[src/design/mldsa_ntt_cfg.svh]
// ML-DSA INTT butterfly configuration
// Modulus, share width, random word count and pipeline depth

`ifndef MLDSA_NTT_CFG_SVH
`define MLDSA_NTT_CFG_SVH

// ML-DSA prime modulus, 2^23 - 2^13 + 1
`define MLDSA_Q 23'd8380417

// Width of one coefficient and of one additive share
`define COEFF_W 23

// Fresh random words consumed per accepted operation
`define RND_WORDS 5

// Cycles from valid_i to valid_o
// Stage 1 add/sub/refresh, 2-3 masked multiply, 4 unmask and halve
`define BF_LATENCY 4

`endif

[src/design/masked_ntt_pkg.sv]
// Types and modular helpers shared by the masked INTT butterfly datapath
// and its control FSM

`default_nettype none

`include "mldsa_ntt_cfg.svh"

package masked_ntt_pkg;

    // One coefficient or one share, always kept reduced below Q
    typedef logic [`COEFF_W-1:0] coeff_t;

    // Control FSM states
    typedef enum logic [1:0] {
        ST_IDLE   = 2'd0,
        ST_ACTIVE = 2'd1,
        ST_CLEAR  = 2'd2
    } bf_ctrl_state_e;

    // (a + b) mod Q for reduced operands
    function automatic coeff_t add_mod(input coeff_t a, input coeff_t b);
        logic [`COEFF_W:0] sum;
        sum = a + b;
        // At most one subtraction needed
        if (sum >= `MLDSA_Q) begin
            sum = sum - `MLDSA_Q;
        end
        return sum[`COEFF_W-1:0];
    endfunction

    // (a - b) mod Q for reduced operands
    function automatic coeff_t sub_mod(input coeff_t a, input coeff_t b);
        logic [`COEFF_W:0] diff;
        // Bias by Q so the result never goes negative
        diff = {1'b0, a} + `MLDSA_Q - b;
        if (diff >= `MLDSA_Q) begin
            diff = diff - `MLDSA_Q;
        end
        return diff[`COEFF_W-1:0];
    endfunction

endpackage

`default_nettype wire

[src/design/share_unmask_div2.sv]
// Final stage: recombine the two shares of each result
// and halve modulo Q into the output register

`default_nettype none

`include "mldsa_ntt_cfg.svh"

module share_unmask_div2
    import masked_ntt_pkg::*;
(
    input  wire logic   clk,
    input  wire logic   reset_n,
    input  wire logic   clr_i,
    input  wire logic   en_i,
    input  wire coeff_t su00_i,
    input  wire coeff_t su01_i,
    input  wire coeff_t sv00_i,
    input  wire coeff_t sv01_i,
    input  wire coeff_t su10_i,
    input  wire coeff_t su11_i,
    input  wire coeff_t sv10_i,
    input  wire coeff_t sv11_i,
    output coeff_t      u_out0_o,
    output coeff_t      v_out0_o,
    output coeff_t      u_out1_o,
    output coeff_t      v_out1_o
);

    // x / 2 mod Q; odd values borrow Q first to become even
    function automatic coeff_t half_mod(input coeff_t x);
        logic [`COEFF_W:0] t;
        t = x[0] ? ({1'b0, x} + `MLDSA_Q) : {1'b0, x};
        return t[`COEFF_W:1];
    endfunction

    // Only point where shares are added back together
    always_ff @(posedge clk or negedge reset_n) begin
        if (!reset_n) begin
            u_out0_o <= '0;
            v_out0_o <= '0;
            u_out1_o <= '0;
            v_out1_o <= '0;
        end else if (clr_i) begin
            u_out0_o <= '0;
            v_out0_o <= '0;
            u_out1_o <= '0;
            v_out1_o <= '0;
        end else if (en_i) begin
            u_out0_o <= half_mod(add_mod(su00_i, su01_i));
            v_out0_o <= half_mod(add_mod(sv00_i, sv01_i));
            u_out1_o <= half_mod(add_mod(su10_i, su11_i));
            v_out1_o <= half_mod(add_mod(sv10_i, sv11_i));
        end
    end

endmodule

`default_nettype wire

[config.mk]
export PLATFORM = sky130hd
export DESIGN_NAME = share_unmask_div2
export DESIGN_NICKNAME = d
export VERILOG_FILES = /design/src/design/masked_ntt_pkg.sv /design/src/design/share_unmask_div2.sv
export VERILOG_INCLUDE_DIRS = /design/src /design/src/design
export SDC_FILE = /design/constraint.sdc
export NUM_CORES = 1
export LEC_CHECK = 0
export BUFFER_PORTS_ARGS = -buffer_cell sky130_fd_sc_hd__buf_2
export CORE_MARGIN = 5
export CORE_UTILIZATION = 53
export DETAILED_ROUTE_END_ITERATION = 16
export HOLD_SLACK_MARGIN = 0.03
export PLACE_DENSITY = 0.8
export SLEW_MARGIN = 10
export SYNTH_ARGS = -nofsm -noshare
export SYNTH_HDL_FRONTEND = slang
export SYNTH_SLANG_ARGS = --single-unit
[constraint.sdc]
create_clock -name clk -period 0.95 [get_ports clk]
set_input_delay 0.095 -clock clk [delete_from_list [all_inputs] [get_ports clk]]
set_output_delay 0.095 -clock clk [all_outputs]
set_load 0.02 [all_outputs]
==> impl_metrics.yaml, run 1 <==
synthesis:
  synth_top_area_share_pct: 15.0
  yosysWarnings: 0
  synth-async-reset-ratio_pct: 100
  syn_area_mm2: 0.0154
  syn_inst: 2049
  netlist_top_cells_area: "dfrtp_1, ha_1, xnor2_1"
  syn_nets: 2345
  synth-edff-count: 0
  synth_cell_type_count: 120
  ys.flop_type: "dfrtp_1"
  yosysTopAreaCell: "dfrtp_1"
  ys_ff_latch: 92
  syn_area_per_cell_um2: 7.50
  yosysSeqAreaShare_pct: 15.0
outcome:
  error_line: "[ERROR GRT-0232] Routing congestion too high. Check the congestion heatmap in the GUI."
  outcome: "aborted with a tool error"
  failed_stage: "5_1_grt"
floorplan:
  io_pins: 280
  start_util_pct: 53.6
  rows: 62
  die_width_um: 180
  die_h_um: 180
clocking:
  cts.sinks: 92
  cts_buffer_depth: 2
  cts_made_buffers: 9
  cts_htree_levels: 3
  root_buffer: "clkbuf_16"
placed_design:
  numPortBuffers: 279
  placed_area_mm2: 0.0234
  gp_congestion: 0.979
  hpwlAfterDp_um: 50200
grt:
  grt.total_usage_pct: 98.8
  grt_max_degree: 37
  grt-ovfl-total: 2642
timing:
  grt-worst-endpoint: "u_out0_o[21]$_DFFE_PN0P_/D"
  worst_endpoint_kind: "register input"
## logic make-up after synthesis
| group | share of synthesized area, % |
|---|---|
| simple gates | 28.3 |
| compound gates | 30.6 |
| xor+xnor | 10.8 |
| buf+inv | 3.49 |
| fa+ha+maj | 8.98 |
| flops | 15.0 |
| mux | 2.81 |
## synth_stat cells (19+ instances only)
cell,number
xnor2_1,128
a211oi_1,23
a31oi_1,23
mux2i_1,33
nand2_1,209
inv_1,26
xor2_1,55
clkbuf_1,64
o211ai_1,39
nor2_1,161
or3_1,27
and2_1,32
nand3_1,87
buf_2,30
and3_1,41
o21ai_0,132
nand2b_1,19
nor3_1,82
a21o_1,45
o21ai_1,21
a21oi_1,130
nor4_1,29
nand4_1,43
dfrtp_1,92
ha_1,104
## what timing repair did
| action | 4_1_cts |
|---|---|
| resized for setup | 447 |
| buffers inserted | 111 |
| cloned | 2 |
| hold buffers | 1 |
| endpoints found under the hold margin | 92 |
| endpoints found under the setup margin | 184 |
| pin swaps | 184 |
## metrics by stage
| stage | TNS (ns) | cells | worst slack, ns | utilization (%) |
|---|---|---|---|---|
| after floorplan | -260.84 | 2049 | -3.33 | - |
| after global placement | -283.87 | 3376 | -3.37 | 81.5 |
| after detailed placement | -295.55 | 3376 | -3.60 | 81.5 |
| after CTS | -250.77 | 3499 | -2.95 | 91.8 |
## layer usage
metal  track usage, %  GRT overflow
met4              115           708
met1             87.9            41
met3             78.1            34
met2              125          1854
met5             39.7             5
==> run 2: changes to the inputs <==
Settings changed: CORE_UTILIZATION 53 to 40, HOLD_SLACK_MARGIN 0.03 to unset, PLACE_DENSITY 0.8 to unset, PLACE_DENSITY_LB_ADDON set to 0.15.
Clock period 0.95 ns to 1.2 ns, I/O delays scaled along.
==> run 2 against run 1 <==
Effect of this change:
- the flow now finishes, with violations (setup timing)
- area after synthesis unchanged
- synthesized cell count unchanged
==> impl_metrics.yaml, run 2 <==
timing:
  final_min_period_over_clock_period_pct: 337
  relSlewSlack_pct: 58.1
  finalHoldViolCount: 0
  setup_violations: 92
  min_period_ns: 4.04
  final.setup.worst_slack_ns: -2.84
  max_freq_ghz: 0.248
  tns_ns: -233.96
  tightest_slew_ns: 0.622
  slew_violations: 0
  rsz0062_at_grt: "true"
  skew_ns: 0
pwr:
  power_frac_comb_pct: 74.4
  switchingPower_mw: 11.8
  power.internal_mw: 15.1
  seqPwrFrac_pct: 14.3
  switching_share_pct: 43.9
  power.density_mw_per_mm2: 982
  vdd_drop_max_mv: 0.927
  power_leakage_nw: 12.5
  pwr-share-clk_pct: 11.3
setup_path:
  cp_cell_sequence: "buf_6, ha_4, fa_2, a21o_4, a221oi_4, buf_4, nand4bb_1, o2111ai_2, a2111oi_4, buf_4, o41ai_4, buf_4, buf_6, or4_4, a211oi_4, nor3_4, buf_12, o31ai_4, buf_4, nor2_1, xnor2_1, o21ai_1"
  critPathSlowestCell: "or4_4"
  path_buf_inv: 7
  crit_arrival_ns: 4.28
  crit_required_ns: 1.44
  worstPathMaxFanout: 4
  max_stage_delay_ns: 0.46
  cp-end-kind: "register"
  path_class: "input port to register"
  crit_family: "compound AO/OA/AOI/OAI gates"
  critPathLaunchType: "input port"
  critPathMostFrequentCell: "buf_4"
placed_design:
  gp_congestion: 0.921
  numPortBuffers: 279
  hpwlAfterDp_um: 49600
  dp_cells: 3539
grt:
  grt.busiest_layer: "met2"
  antenna_found_initial: 0
  grt-ovfl-total: 0
  grt.total_usage_pct: 27.6
  grt_pass1_vias: 20200
  use_met3_pct: 3.12
  use_met2_pct: 49.0
  grt_pass1_wl_um: 98800
  grt_max_degree: 29
  grtUsageMet1_pct: 37.0
cells_and_area:
  drive_gt1_share_pct: 51.2
  layout_common_cells: "buf_4, buf_2, nand2_1"
  layout-area-overhead-vs-synth_pct: 78.5
  fin_cells: 3696
  utilization_pct: 72.5
  final_common_cell: "buf_4"
  nNetsFinal: 3476
  diodes: 0
clocking:
  root_buffer: "clkbuf_16"
  cts_made_buffers: 9
  cts_buffer_depth: 2
  cts.clk_slew.worst_paths_ns: 0.07
  insertion_delay_ns: 0.35
  cts_tree: "done"
  cts_htree_levels: 3
  cts.sinks: 92
synthesis:
  syn_area_per_cell_um2: 7.50
  synth-edff-count: 0
  ys.flop_type: "dfrtp_1"
  netlist_top_cells_area: "dfrtp_1, ha_1, xnor2_1"
  syn_inst: 2049
  yosysWarnings: 0
  syn_nets: 2345
  yosysTopAreaCell: "dfrtp_1"
  synth-async-reset-ratio_pct: 100
  ys_ff_latch: 92
  synth_top_area_share_pct: 15.0
  ys_top_cells_by_count: "nand2_1, nor2_1, o21ai_0"
  yosysMostFrequentCell: "nand2_1"
  syn_area_mm2: 0.0154
  synth_cell_type_count: 120
  yosysSeqAreaShare_pct: 15.0
drt:
  wl_per_cell_um: 17.5
  ant_nets: 0
  avgViaCountPerCell: 5.63
  vias: 20800
  drtIter0Drc: 1223
  routed_wl_um: 64700
  first_pass_iters: 5
  drc: 0
job:
  cap_violations: 0
floorplan:
  die_width_um: 206
  fp.coreArea_mm2: 0.0378
  start_util_pct: 40.6
  io_pins: 280
  dieArea_mm2: 0.0425
  rows: 71
  die_h_um: 206
outcome:
  violations: "setup timing"
  outcome: "finished with violations"
worst_hold_path:
  hold_class: "input port to asynchronous set/reset pin"
## run 2: repair_timing
item	4_1_cts	5_1_grt
setup buffers	76	91
pin swaps	162	201
resized for setup	221	212
hold endpoints to repair	92	0
gates cloned	2	0
hold buffers	1	0
endpoints found under the setup margin	92	92
## run 2: stage by stage
step	instance area (um2)	hold WS, ns	total power [mW]	setup WS [ns]
after floorplan	16200	-0.176	12.8	-3.11
after global placement	23800	0.0141	20.4	-3.31
after detailed placement	23800	0.0135	20.6	-3.39
after CTS	25800	0.164	25.2	-2.88
after global routing	27400	0.178	28.6	-3.01
final	27400	0.177	26.9	-2.84
## run 2: power by group through the flow
stage	clock, mW	combinational [mW]	sequential (mW)
detailed placement	0	16.7	3.90
finish	3.04	20.0	3.86
CTS	3.11	18.2	3.85
floorplan	0	8.51	4.32
global route	3.23	21.4	3.90
global placement	0	16.5	3.89
## run 2: routing by layer
metal	share of wire (%)	vias up
met5	0	-
met1	44	10100
met4	1.7	0
met3	4.7	93
met2	50	570
li1	-	10100
## run 2: cell families after synthesis
| logic type | Yosys count | share of synthesized area (%) |
|---|---|---|
| compound gates | 660 | 30.6 |
| xor+xnor | 187 | 10.8 |
| fa+ha+maj | 108 | 8.98 |
| buf+inv | 129 | 3.49 |
| flops | 92 | 15.0 |
| mux | 42 | 2.81 |
| simple gates | 831 | 28.3 |
## run 2: cell type report
type / count / area, um2
tap: 511 / 639
multi-input combinational: 1829 / 15100
timing repair buffer: 1221 / 8970
clock buffer: 9 / 225
clock inverter: 7 / 87.6
sequential: 92 / 2300
fill: 2942 / 10400
inverter: 27 / 101
## run 2: path summary, 6_finish.rpt
kind	start	slack, ns	to	cells after the start
min in group clk	clr_i	0.18	v_out0_o[4]	3
worst min-delay path	reset_n	0.18	u_out0_o[7]	2
worst max-delay path	su11_i[0]	-2.84	u_out1_o[21]	22
max in group asynchronous	reset_n	0.54	v_out1_o[7]	3
worst min register to register	v_out0_o[8]	0.48	v_out0_o[8]	2
worst max register to register	u_out0_o[11]	0.09	u_out0_o[11]	2
(Power assumes the default switching activity.)
