===== src/design/mldsa_ntt_cfg.svh =====
// ML-DSA INTT butterfly configuration
// Modulus, share width, random word count and pipeline depth

`ifndef MLDSA_NTT_CFG_SVH
`define MLDSA_NTT_CFG_SVH

// ML-DSA prime modulus, 2^23 - 2^13 + 1
`define MLDSA_Q 23'd8380417

// Width of one coefficient and of one additive share
`define COEFF_W 23

// Fresh random words consumed per accepted operation
`define RND_WORDS 5

// Cycles from valid_i to valid_o
// Stage 1 add/sub/refresh, 2-3 masked multiply, 4 unmask and halve
`define BF_LATENCY 4

`endif


===== src/design/masked_ntt_pkg.sv =====
// Types and modular helpers shared by the masked INTT butterfly datapath
// and its control FSM

`default_nettype none

`include "mldsa_ntt_cfg.svh"

package masked_ntt_pkg;

    // One coefficient or one share, always kept reduced below Q
    typedef logic [`COEFF_W-1:0] coeff_t;

    // Control FSM states
    typedef enum logic [1:0] {
        ST_IDLE   = 2'd0,
        ST_ACTIVE = 2'd1,
        ST_CLEAR  = 2'd2
    } bf_ctrl_state_e;

    // (a + b) mod Q for reduced operands
    function automatic coeff_t add_mod(input coeff_t a, input coeff_t b);
        logic [`COEFF_W:0] sum;
        sum = a + b;
        // At most one subtraction needed
        if (sum >= `MLDSA_Q) begin
            sum = sum - `MLDSA_Q;
        end
        return sum[`COEFF_W-1:0];
    endfunction

    // (a - b) mod Q for reduced operands
    function automatic coeff_t sub_mod(input coeff_t a, input coeff_t b);
        logic [`COEFF_W:0] diff;
        // Bias by Q so the result never goes negative
        diff = {1'b0, a} + `MLDSA_Q - b;
        if (diff >= `MLDSA_Q) begin
            diff = diff - `MLDSA_Q;
        end
        return diff[`COEFF_W-1:0];
    endfunction

endpackage

`default_nettype wire


===== src/design/masked_bf_ctrl.sv =====
// Pipeline control for the masked butterfly pair
// Valid tracking, stage load enables, busy and zeroize sequencing

`default_nettype none

`include "mldsa_ntt_cfg.svh"

module masked_bf_ctrl
    import masked_ntt_pkg::*;
(
    input  wire logic clk,
    input  wire logic reset_n,
    input  wire logic valid_i,
    input  wire logic zeroize_i,
    output logic [3:0] stage_en_o,
    output logic       clr_o,
    output logic       valid_o,
    output logic       busy_o
);

    bf_ctrl_state_e state_q, state_d;
    // Bit k set means stage k+1 holds a valid item
    logic [`BF_LATENCY-1:0] vld_q;
    logic [`BF_LATENCY-1:0] vld_d;

    // Clear holds for the zeroize level plus one cycle in ST_CLEAR
    assign clr_o = zeroize_i || (state_q == ST_CLEAR);

    // Shift in the new strobe, flush everything on clear
    assign vld_d = clr_o ? '0 : {vld_q[`BF_LATENCY-2:0], valid_i};

    // Stage k loads when its incoming item is valid
    assign stage_en_o = vld_d;

    always_ff @(posedge clk or negedge reset_n) begin
        if (!reset_n) begin
            vld_q   <= '0;
            state_q <= ST_IDLE;
        end else begin
            vld_q   <= vld_d;
            state_q <= state_d;
        end
    end

    always_comb begin
        state_d = state_q;
        case (state_q)
            ST_IDLE: begin
                if (zeroize_i) begin
                    state_d = ST_CLEAR;
                end else if (|vld_d) begin
                    state_d = ST_ACTIVE;
                end
            end
            ST_ACTIVE: begin
                // Drop back once the last item has left
                if (zeroize_i) begin
                    state_d = ST_CLEAR;
                end else if (!(|vld_d)) begin
                    state_d = ST_IDLE;
                end
            end
            ST_CLEAR: begin
                if (!zeroize_i) begin
                    state_d = ST_IDLE;
                end
            end
            default: state_d = ST_IDLE;
        endcase
    end

    // Nothing leaves while clearing
    assign valid_o = vld_q[`BF_LATENCY-1] && !clr_o;
    assign busy_o  = (state_q == ST_ACTIVE);

endmodule

`default_nettype wire


===== config.mk =====
export PLATFORM = sky130hd
export DESIGN_NAME = masked_bf_ctrl
export DESIGN_NICKNAME = d
export VERILOG_FILES = /design/src/design/masked_ntt_pkg.sv /design/src/design/masked_bf_ctrl.sv
export VERILOG_INCLUDE_DIRS = /design/src /design/src/design
export SDC_FILE = /design/constraint.sdc
export NUM_CORES = 1
export LEC_CHECK = 0
export BUFFER_PORTS_ARGS = -buffer_cell sky130_fd_sc_hd__buf_2
export CAP_MARGIN = 20
export CORE_AREA = 2 2 39 41
export CTS_CLUSTER_DIAMETER = 60
export CTS_CLUSTER_SIZE = 28
export DETAILED_ROUTE_END_ITERATION = 7
export DIE_AREA = 0 0 41 43
export GPL_TIMING_DRIVEN = 0
export HOLD_SLACK_MARGIN = 0.1
export PLACE_DENSITY = 0.41
export SKIP_LAST_GASP = 1
export SLEW_MARGIN = 10
export SYNTH_ARGS = -nofsm -noshare
export SYNTH_HDL_FRONTEND = slang
export SYNTH_SLANG_ARGS = --single-unit

===== constraint.sdc =====
create_clock -name clk -period 0.9 [get_ports clk]
set_input_delay 0.09 -clock clk [delete_from_list [all_inputs] [get_ports clk]]
set_output_delay 0.09 -clock clk [all_outputs]
set_load 0.005 [all_outputs]

# [Word level (Yosys, flattened, before mapping)]
# Index checks and enable logic that the tools add are counted.
[op_classes] mux=7 eq_ne=5 n_reduce_logical=6
[op_table] op="two-way mux 2 bit" count=5
[op_table] op="inequality test 3 bit (second input constant)" count=2
[op_table] op="case mux 2 bit (3 select lines)" count=1
[op_table] op="two-way mux 4 bit" count=1
[op_table] op="OR reduction 4 bit" count=1
[op_table] op="AND reduction 3 bit" count=1
[op_table] op="equality test 2 x 1 -> 1 bit (second input constant)" count=1
[op_table] op="equality test 2 bit (second input constant)" count=1
[op_table] op="logical NOT 2 bit" count=1
[op_table] op="inequality test 2 bit (second input constant)" count=1
[op_table] op="logical AND 1 bit" count=1
[op_table] op="logical NOT 1 bit" count=1
[op_table] op="logical OR 1 bit" count=1
[word_totals] word_cells=20 out_inout_bits=7 regBits=6 inputBits=4

# [Depth between registers and ports, before layout]
# Gate-level depths: netlist (run 1).
[logic_depth] ltp_word=7 mapped_depth=2 depth_no_buf=2

# [Worst setup path before layout (run 1)]
# Ideal clock, no wire load.
[synth_timing] path_type="register to register" start="register state_q[1]" end="register vld_q[0]" path_slack_ns=0.011 setup_time_ns=0.121 required_ns=0.779 stages_incl_launch_ff=3 arrival_ns=0.767 path_buffers=0 synth_period_minus_slack_ns=0.889 cell_sequence="dfrtp_1 nor2b_4 nor3b_1"
[synth_via] elab_chain_len=3
[synth_lines] element="from (decl)" line="masked_bf_ctrl.sv:21" source="bf_ctrl_state_e state_q, state_d;"
[synth_lines] element="from (signal assigned)" line="masked_bf_ctrl.sv:41" source="state_q <= state_d;"
[synth_lines] element="equality test 2 bit" line="masked_bf_ctrl.sv:27" source="assign clr_o = zeroize_i || (state_q == ST_CLEAR);"
[synth_lines] element="logical OR 1 bit" line="masked_bf_ctrl.sv:27"
[synth_lines] element="two-way mux 4 bit" line="masked_bf_ctrl.sv:30" source="assign vld_d = clr_o ? '0 : {vld_q[`BF_LATENCY-2:0], valid_i};"
[synth_lines] element="via stage_en_o[0]" line="masked_bf_ctrl.sv:15" source="output logic [3:0] stage_en_o,"
[synth_lines] element="to (signal assigned)" line="masked_bf_ctrl.sv:40" source="vld_q <= vld_d;"
[synth_lines] element="to (decl)" line="masked_bf_ctrl.sv:23" source="logic [`BF_LATENCY-1:0] vld_q;"
# The timed path passes the listed nets, and every way through them passes these cells.
# A chain may end at the register's enable or synchronous reset.

# [Worst setup path after layout (run 1)]
[layout_timing] start="register state_q[0]" end="output port clr_o"
[layout_via] elab_chain_len=2
[layout_lines] element="equality test 2 bit" line="masked_bf_ctrl.sv:27"
[layout_lines] element="logical OR 1 bit" line="masked_bf_ctrl.sv:27"
[layout_lines] element="to (decl)" line="masked_bf_ctrl.sv:16" source="output logic clr_o,"
# Every way passes these cells.

==> flow_metrics.tcl, run 1 <==
set metrics [dict create \
    via_count 194 \
    routabilityCongestion 0.712 \
    synth_nets 21 \
    clockPowerShare_pct 41.3 \
    wl_met2_um 189 \
    root_buffer "clkbuf_4" \
    final_util_pct 27.3 \
    synth-seq-cells 6 \
    fin_ws_ps -304 \
    ios 11 \
    final_cell_mix "10 x buf_2, 6 x dfrtp_1, 5 x nor3b_2" \
    synthDistinctLibCells 8 \
    drt_iter0_markers 3 \
    max_freq_mhz 831 \
    worstMarginPinSlew_ps 223 \
    status "finished with violations" \
    slowest_delay_ps 400 \
    cp_slowest_cell "dfrtp_1" \
    final_cells 49 \
    rsz0062_at_grt "yes" \
    clk_latency_ps 250 \
    critPathCaptureType "output pin" \
    first_pass_iters 3 \
    htreeDepth 1 \
    hold_viol 0 \
    min_path_type "in2reg" \
    ant_nets 0 \
    avgSynthCellArea_um2 13.8 \
    grt_max_degree 9 \
    grt_antenna_before_repair 0 \
    grt_pass1_vias 194 \
    worstSetupPathType "reg2out" \
    holdPathEnd "state_q[0]" \
    reg2reg_depth 3 \
    wire_per_inst_um 10.2 \
    die_x_um 41 \
    clk_pin_slew_ps 50 \
    worstPathRequired_ps 810 \
    cts.path.max_buffers 2 \
    r2r_setup_slack_ps -40 \
    total_power_uw 605 \
    met3WireLength_um 87 \
    cts_tree "yes" \
    grt_pass1_wl_um 834 \
    leakage_nw 0.190 \
    drive_above_1_share_pct 66.7 \
    drt-met1-wl_um 201 \
    power.density_nw_per_um2 1600 \
    syn_area_um2 235 \
    drc 0 \
    finalSetupTns_ps -1990 \
    setup_viol 8 \
    period_share_pct 134 \
    critical_path.top_delay_family "flip-flops" \
    r2r_start "state_q[0]" \
    critPathBufInv 1 \
    arrival_ps 1110 \
    viasPerCell 3.96 \
    fp.dieH_um 43 \
    start_util_pct 17.0 \
    r2r_end "vld_q[3]" \
    dp_cells 43 \
    dp_slack_ps -124 \
    synth_compound_area_share_pct 3.19 \
    pwr-share-comb_pct 11.2 \
    grt-ovfl-total 0 \
    post-route-cell-area_um2 378 \
    yosysSeqAreaShare_pct 63.8 \
    fillCellCount 145 \
    seqCellArea_um2 150 \
    antenna_cells 0 \
    min_path_cells 3 \
    syn_inst 17 \
    dpl_cell_area_um2 305 \
    p_int_uw 466 \
    skew_ps 6.02 \
    synth_xor_area_share_pct 0 \
    synth_top_family_by_area "simple AND/OR/NAND/NOR gates" \
    start_kind "flop" \
    yosys.area.top_type "dfrtp_1" \
    muxShareOfSynthArea_pct 0 \
    p_switching_uw 139 \
    seqPwrFrac_pct 47.4 \
    top_layer_used "met4" \
    swShare_pct 23.0 \
    path_max_fanout 6 \
    grt_util_all_layers_pct 8.70 \
    synth.top_cell.area_share_pct 63.8 \
    min_from "valid_i" \
    max_slew_margin_pct 85.0 \
    final_common_cell "buf_2" \
    ys_warn_count 0 \
    clock-sinks 6 \
    synth_fa_ha_area_share_pct 0 \
    io_buffers 10 \
    synth_area_leaders "dfrtp_1 64%, nor3b_1 16%, nor2b_4 5.9%" \
    cts_buffers 3 \
    maxCapViolCount 0 \
    final_nets 39 \
    num_rows 14 \
    die_area_um2 1760 \
    post-route-min-period_ps 1200 \
    slew_violations 0 \
    ir_drop_v 0.000741 \
    crit_chain "nor2b_4 > or2_1 > buf_2" \
    hold_slack_ps 139 \
    syn2layout_area_growth_pct 60.6 \
    failed_checks "negative setup slack" \
    multi_input_area_um2 110 \
    synthSimpleGateAreaFrac_pct 33.0 \
    routed_wl_um 502 \
    core_area_um2 1380 \
]
==> power by group through the flow <==
stage / sequential (mW) / combinational [mW] / clock, mW
3_5_place_dp: 0.292 / 0.0535 / 0
4_1_cts: 0.287 / 0.0683 / 0.254
5_1_grt: 0.288 / 0.0768 / 0.292
2_1_floorplan: 0.291 / 0.0252 / 0
3_3_place_gp: 0.291 / 0.0517 / 0
6_report: 0.287 / 0.0679 / 0.250
==> area by class of cell <==
type,count,area share [%]
multi-input cells,11,29.1
well taps,16,5.30
repair buffers,13,19.9
clock buffers,3,5.96
flip-flops and latches,6,39.7
==> worst max path at each step <==
stage | start | endpoint | slack (ps) | depth (start not counted)
final | state_q[0] | clr_o | -300 | 3
after global routing | state_q[1] | stage_en_o[1] | -390 | 3
after CTS | state_q[0] | clr_o | -310 | 3
after detailed placement | state_q[1] | stage_en_o[3] | -120 | 3
after global placement | state_q[1] | stage_en_o[3] | -100 | 3
after floorplan | state_q[1] | vld_q[0] | 10 | 2
==> synthesized netlist by cell type <==
cell / number
dfrtp_1: 6
nor3b_1: 5
a21boi_0: 1
and2b_2: 1
nor2b_4: 1
nor3_1: 1
nor4_1: 1
or2_1: 1
==> logic make-up (layout without fill, tap and decap cells) <==
| group | after synthesis | in the layout |
|---|---|---|
| compound gates | 1 | 1 |
| buf+inv | 0 | 16 |
| flops | 6 | 6 |
| simple gates | 10 | 10 |
==> registers in the layout, summed over array words and instances (netlist names) <==
name / count
vld_q: 4
state_q: 2
==> worst min-delay path: stages <==
cell and delay (ps):
buf_2 90, nor4_1 40, nor3_1 110
==> routing by layer <==
layer	vias up	global-route usage, %
li1	93	-
met1	84	8.88
met2	13	8.75
met3	4	9.95
met4	0	8.00
met5	-	0
==> repair_timing <==
action	4_1_cts	5_1_grt
hold buffers	1	0
buffers inserted	1	1
endpoints found under the setup margin	7	7
gates resized for setup	4	1
hold endpoints to repair	6	0
Power figures use the tool's default switching activity.
==> run 2: changes to the inputs <==
--- a/config.mk
+++ b/config.mk
@@ -8,2 +8,3 @@
 export LEC_CHECK = 0
+export ABC_AREA = 1
 export BUFFER_PORTS_ARGS = -buffer_cell sky130_fd_sc_hd__buf_2
@@ -17,3 +18,3 @@
 export HOLD_SLACK_MARGIN = 0.1
-export PLACE_DENSITY = 0.41
+export PLACE_DENSITY = 0.42
 export SKIP_LAST_GASP = 1
==> constraint.sdc (replaced) <==
create_clock -name clk -period 0.9 [get_ports clk]
set_input_delay 0.18 -clock clk [delete_from_list [all_inputs] [get_ports clk]]
set_output_delay 0.18 -clock clk [all_outputs]
set_load 0.005 [all_outputs]
==> flow_metrics.tcl, run 2 <==
set metrics [dict create \
    status "finished with violations" \
    failed_checks "negative setup slack" \
    setup_viol 9 \
    fp.dieH_um 43 \
    cts_buffers 3 \
    clock-sinks 6 \
    min_path_cells 3 \
    min_path_type "in2reg" \
    r2r_end "state_q[0]" \
    cp-startpoint "state_q[1]" \
    ir_drop_v 0.000706 \
    wire_per_inst_um 10.1 \
    worstSetupPathType "reg2out" \
    first_pass_iters 2 \
    swShare_pct 23.5 \
    top_regs "vld_q: 4 flops, state_q: 2 flops" \
    max_freq_mhz 800 \
    syn_inst 26 \
    routed_wl_um 628 \
    routabilityCongestion 0.618 \
    clk_latency_ps 250 \
    grt_util_all_layers_pct 8.51 \
    root_buffer "clkbuf_4" \
    p_switching_uw 144 \
    r2r_setup_slack_ps -240 \
    synth_nets 30 \
    die_x_um 41 \
    grt_pass1_vias 227 \
    clockPowerShare_pct 40.6 \
    ys_top_cells_by_count "6 x dfrtp_1, 6 x inv_1, 6 x nor2_1" \
    seqPwrFrac_pct 45.9 \
    arrival_ps 1070 \
    hold_viol 0 \
    synthDistinctLibCells 9 \
    pwr-share-comb_pct 13.4 \
    start_kind "flop" \
    num_rows 14 \
    post-route-min-period_ps 1250 \
    avgSynthCellArea_um2 9.48 \
    synth.top_cell.area_share_pct 60.9 \
    critPathCaptureType "output pin" \
    yosys.area.top_type "dfrtp_1" \
    drt_iter0_markers 1 \
    drc 0 \
    grt_max_degree 7 \
    syn2layout_area_growth_pct 69.5 \
    skew_ps 7.79 \
    worstMarginPinSlew_ps 198 \
    maxCapViolCount 0 \
    drive_above_1_share_pct 60.9 \
    grt_pass1_wl_um 917 \
    synth_edf_count 0 \
    yosysSeqAreaShare_pct 60.9 \
    period_share_pct 139 \
    power.density_nw_per_um2 1470 \
    start_util_pct 17.8 \
    core_area_um2 1380 \
    crit_end "busy_o" \
    worstPathRequired_ps 720 \
    htreeDepth 1 \
    finalSetupTns_ps -2570 \
    final_cell_mix "10 x buf_2, 6 x dfrtp_1, 5 x inv_1, 5 x buf_4" \
    final_common_cell "buf_2" \
    largest_register "vld_q" \
    leakage_nw 0.214 \
    r2r_start "state_q[1]" \
    synth-seq-cells 6 \
    clk_pin_slew_ps 50 \
    antenna_cells 0 \
    cts.path.max_buffers 2 \
    reg2reg_depth 5 \
    synth_area_leaders "dfrtp_1 61%, inv_1 9.1%, nor2_1 9.1%" \
    ys_warn_count 0 \
    p_int_uw 469 \
    slew_violations 0 \
    max_slew_margin_pct 86.7 \
    grt_antenna_before_repair 0 \
    path_max_fanout 2 \
    syn_area_um2 246 \
    viasPerCell 3.94 \
    ios 11 \
    largest_register_ffs 4 \
    rsz0062_at_grt "yes" \
    io_buffers 10 \
    final_nets 52 \
    via_count 244 \
    hpwl_um 388 \
    ys.flop_type "dfrtp_1" \
    fin_ws_ps -351 \
    die_area_um2 1760 \
    grt-ovfl-total 0 \
    final_util_pct 30.2 \
    ant_nets 0 \
    synth-async-reset-ratio_pct 100 \
    cts_tree "yes" \
]
[run 2: cell count changes in the layout (fill, tap and decap cells not counted), moves of 3 or more]
cell,delta
inv_1,+5
nor3b_2,-5
nor2_2,+3
buf_4,+3
[run 2: area by class of cell]
cell class | count | area [µm²]
fill | 155 | 966
sequential | 6 | 150
timing repair buffer | 17 | 109
multi-input combinational | 13 | 90.1
inverter | 7 | 26.3
clock buffer | 3 | 22.5
tap | 16 | 20.0
[run 2: layer usage]
| metal | share of wire, % | up-vias | track usage, % |
|---|---|---|---|
| met5 | 0 | - | 0 |
| met4 | 0 | 0 | 2.00 |
| met3 | 12 | 0 | 8.38 |
| met2 | 47 | 15 | 11.3 |
| met1 | 41 | 108 | 9.60 |
| li1 | - | 121 | - |
[run 2: how the worst min path moves through the flow]
| stage | from | slack (ps) | to |
|---|---|---|---|
| after CTS | valid_i | 170 | vld_q[0] |
| after detailed placement | reset_n | 20 | state_q[0] |
| after global routing | valid_i | 190 | vld_q[0] |
| final | valid_i | 170 | vld_q[0] |
| after floorplan | reset_n | -120 | state_q[0] |
| after global placement | reset_n | 20 | state_q[1] |
[run 2: per-stage QoR]
stage               instances  setup slack [ps]  hold WS [ps]  power (mW)  cell area [µm²]
floorplan                  26              23.6          -116       0.308              246
detailed placement         52              -144          15.2       0.332              317
global placement           52              -155          20.4       0.334              317
CTS                        60              -337           172       0.611              398
finish                     62              -351           172       0.613              418
global route               62              -386           189       0.642              418
[run 2: critical path, stage by stage, from the launching register on]
cell and delay (ps):
dfrtp_1 390, buf_4 140, buf_6 100, nor2_1 80
buf_2 110
[run 2: cells by family (layout without fill, tap and decap cells)]
group / after synthesis / in the layout / share of synthesized area (%)
simple gates: 9 / 9 / 16.8
buf+inv: 7 / 27 / 10.7
flops: 6 / 6 / 60.9
compound gates: 4 / 4 / 11.7
[run 2: what timing repair did]
item,4_1_cts,5_1_grt
buffers inserted,4,2
hold buffers,1,0
setup endpoints to repair,7,8
pin swaps,1,2
resized for setup,7,1
endpoints found under the hold margin,6,0
[run 2: power groups by stage]
stage | Sequential [mW] | Clock (mW) | Combinational, mW
after global routing | 0.282 | 0.270 | 0.0900
after CTS | 0.282 | 0.258 | 0.0712
final | 0.282 | 0.249 | 0.0824
after global placement | 0.287 | 0 | 0.0467
after floorplan | 0.285 | 0 | 0.0230
after detailed placement | 0.286 | 0 | 0.0458
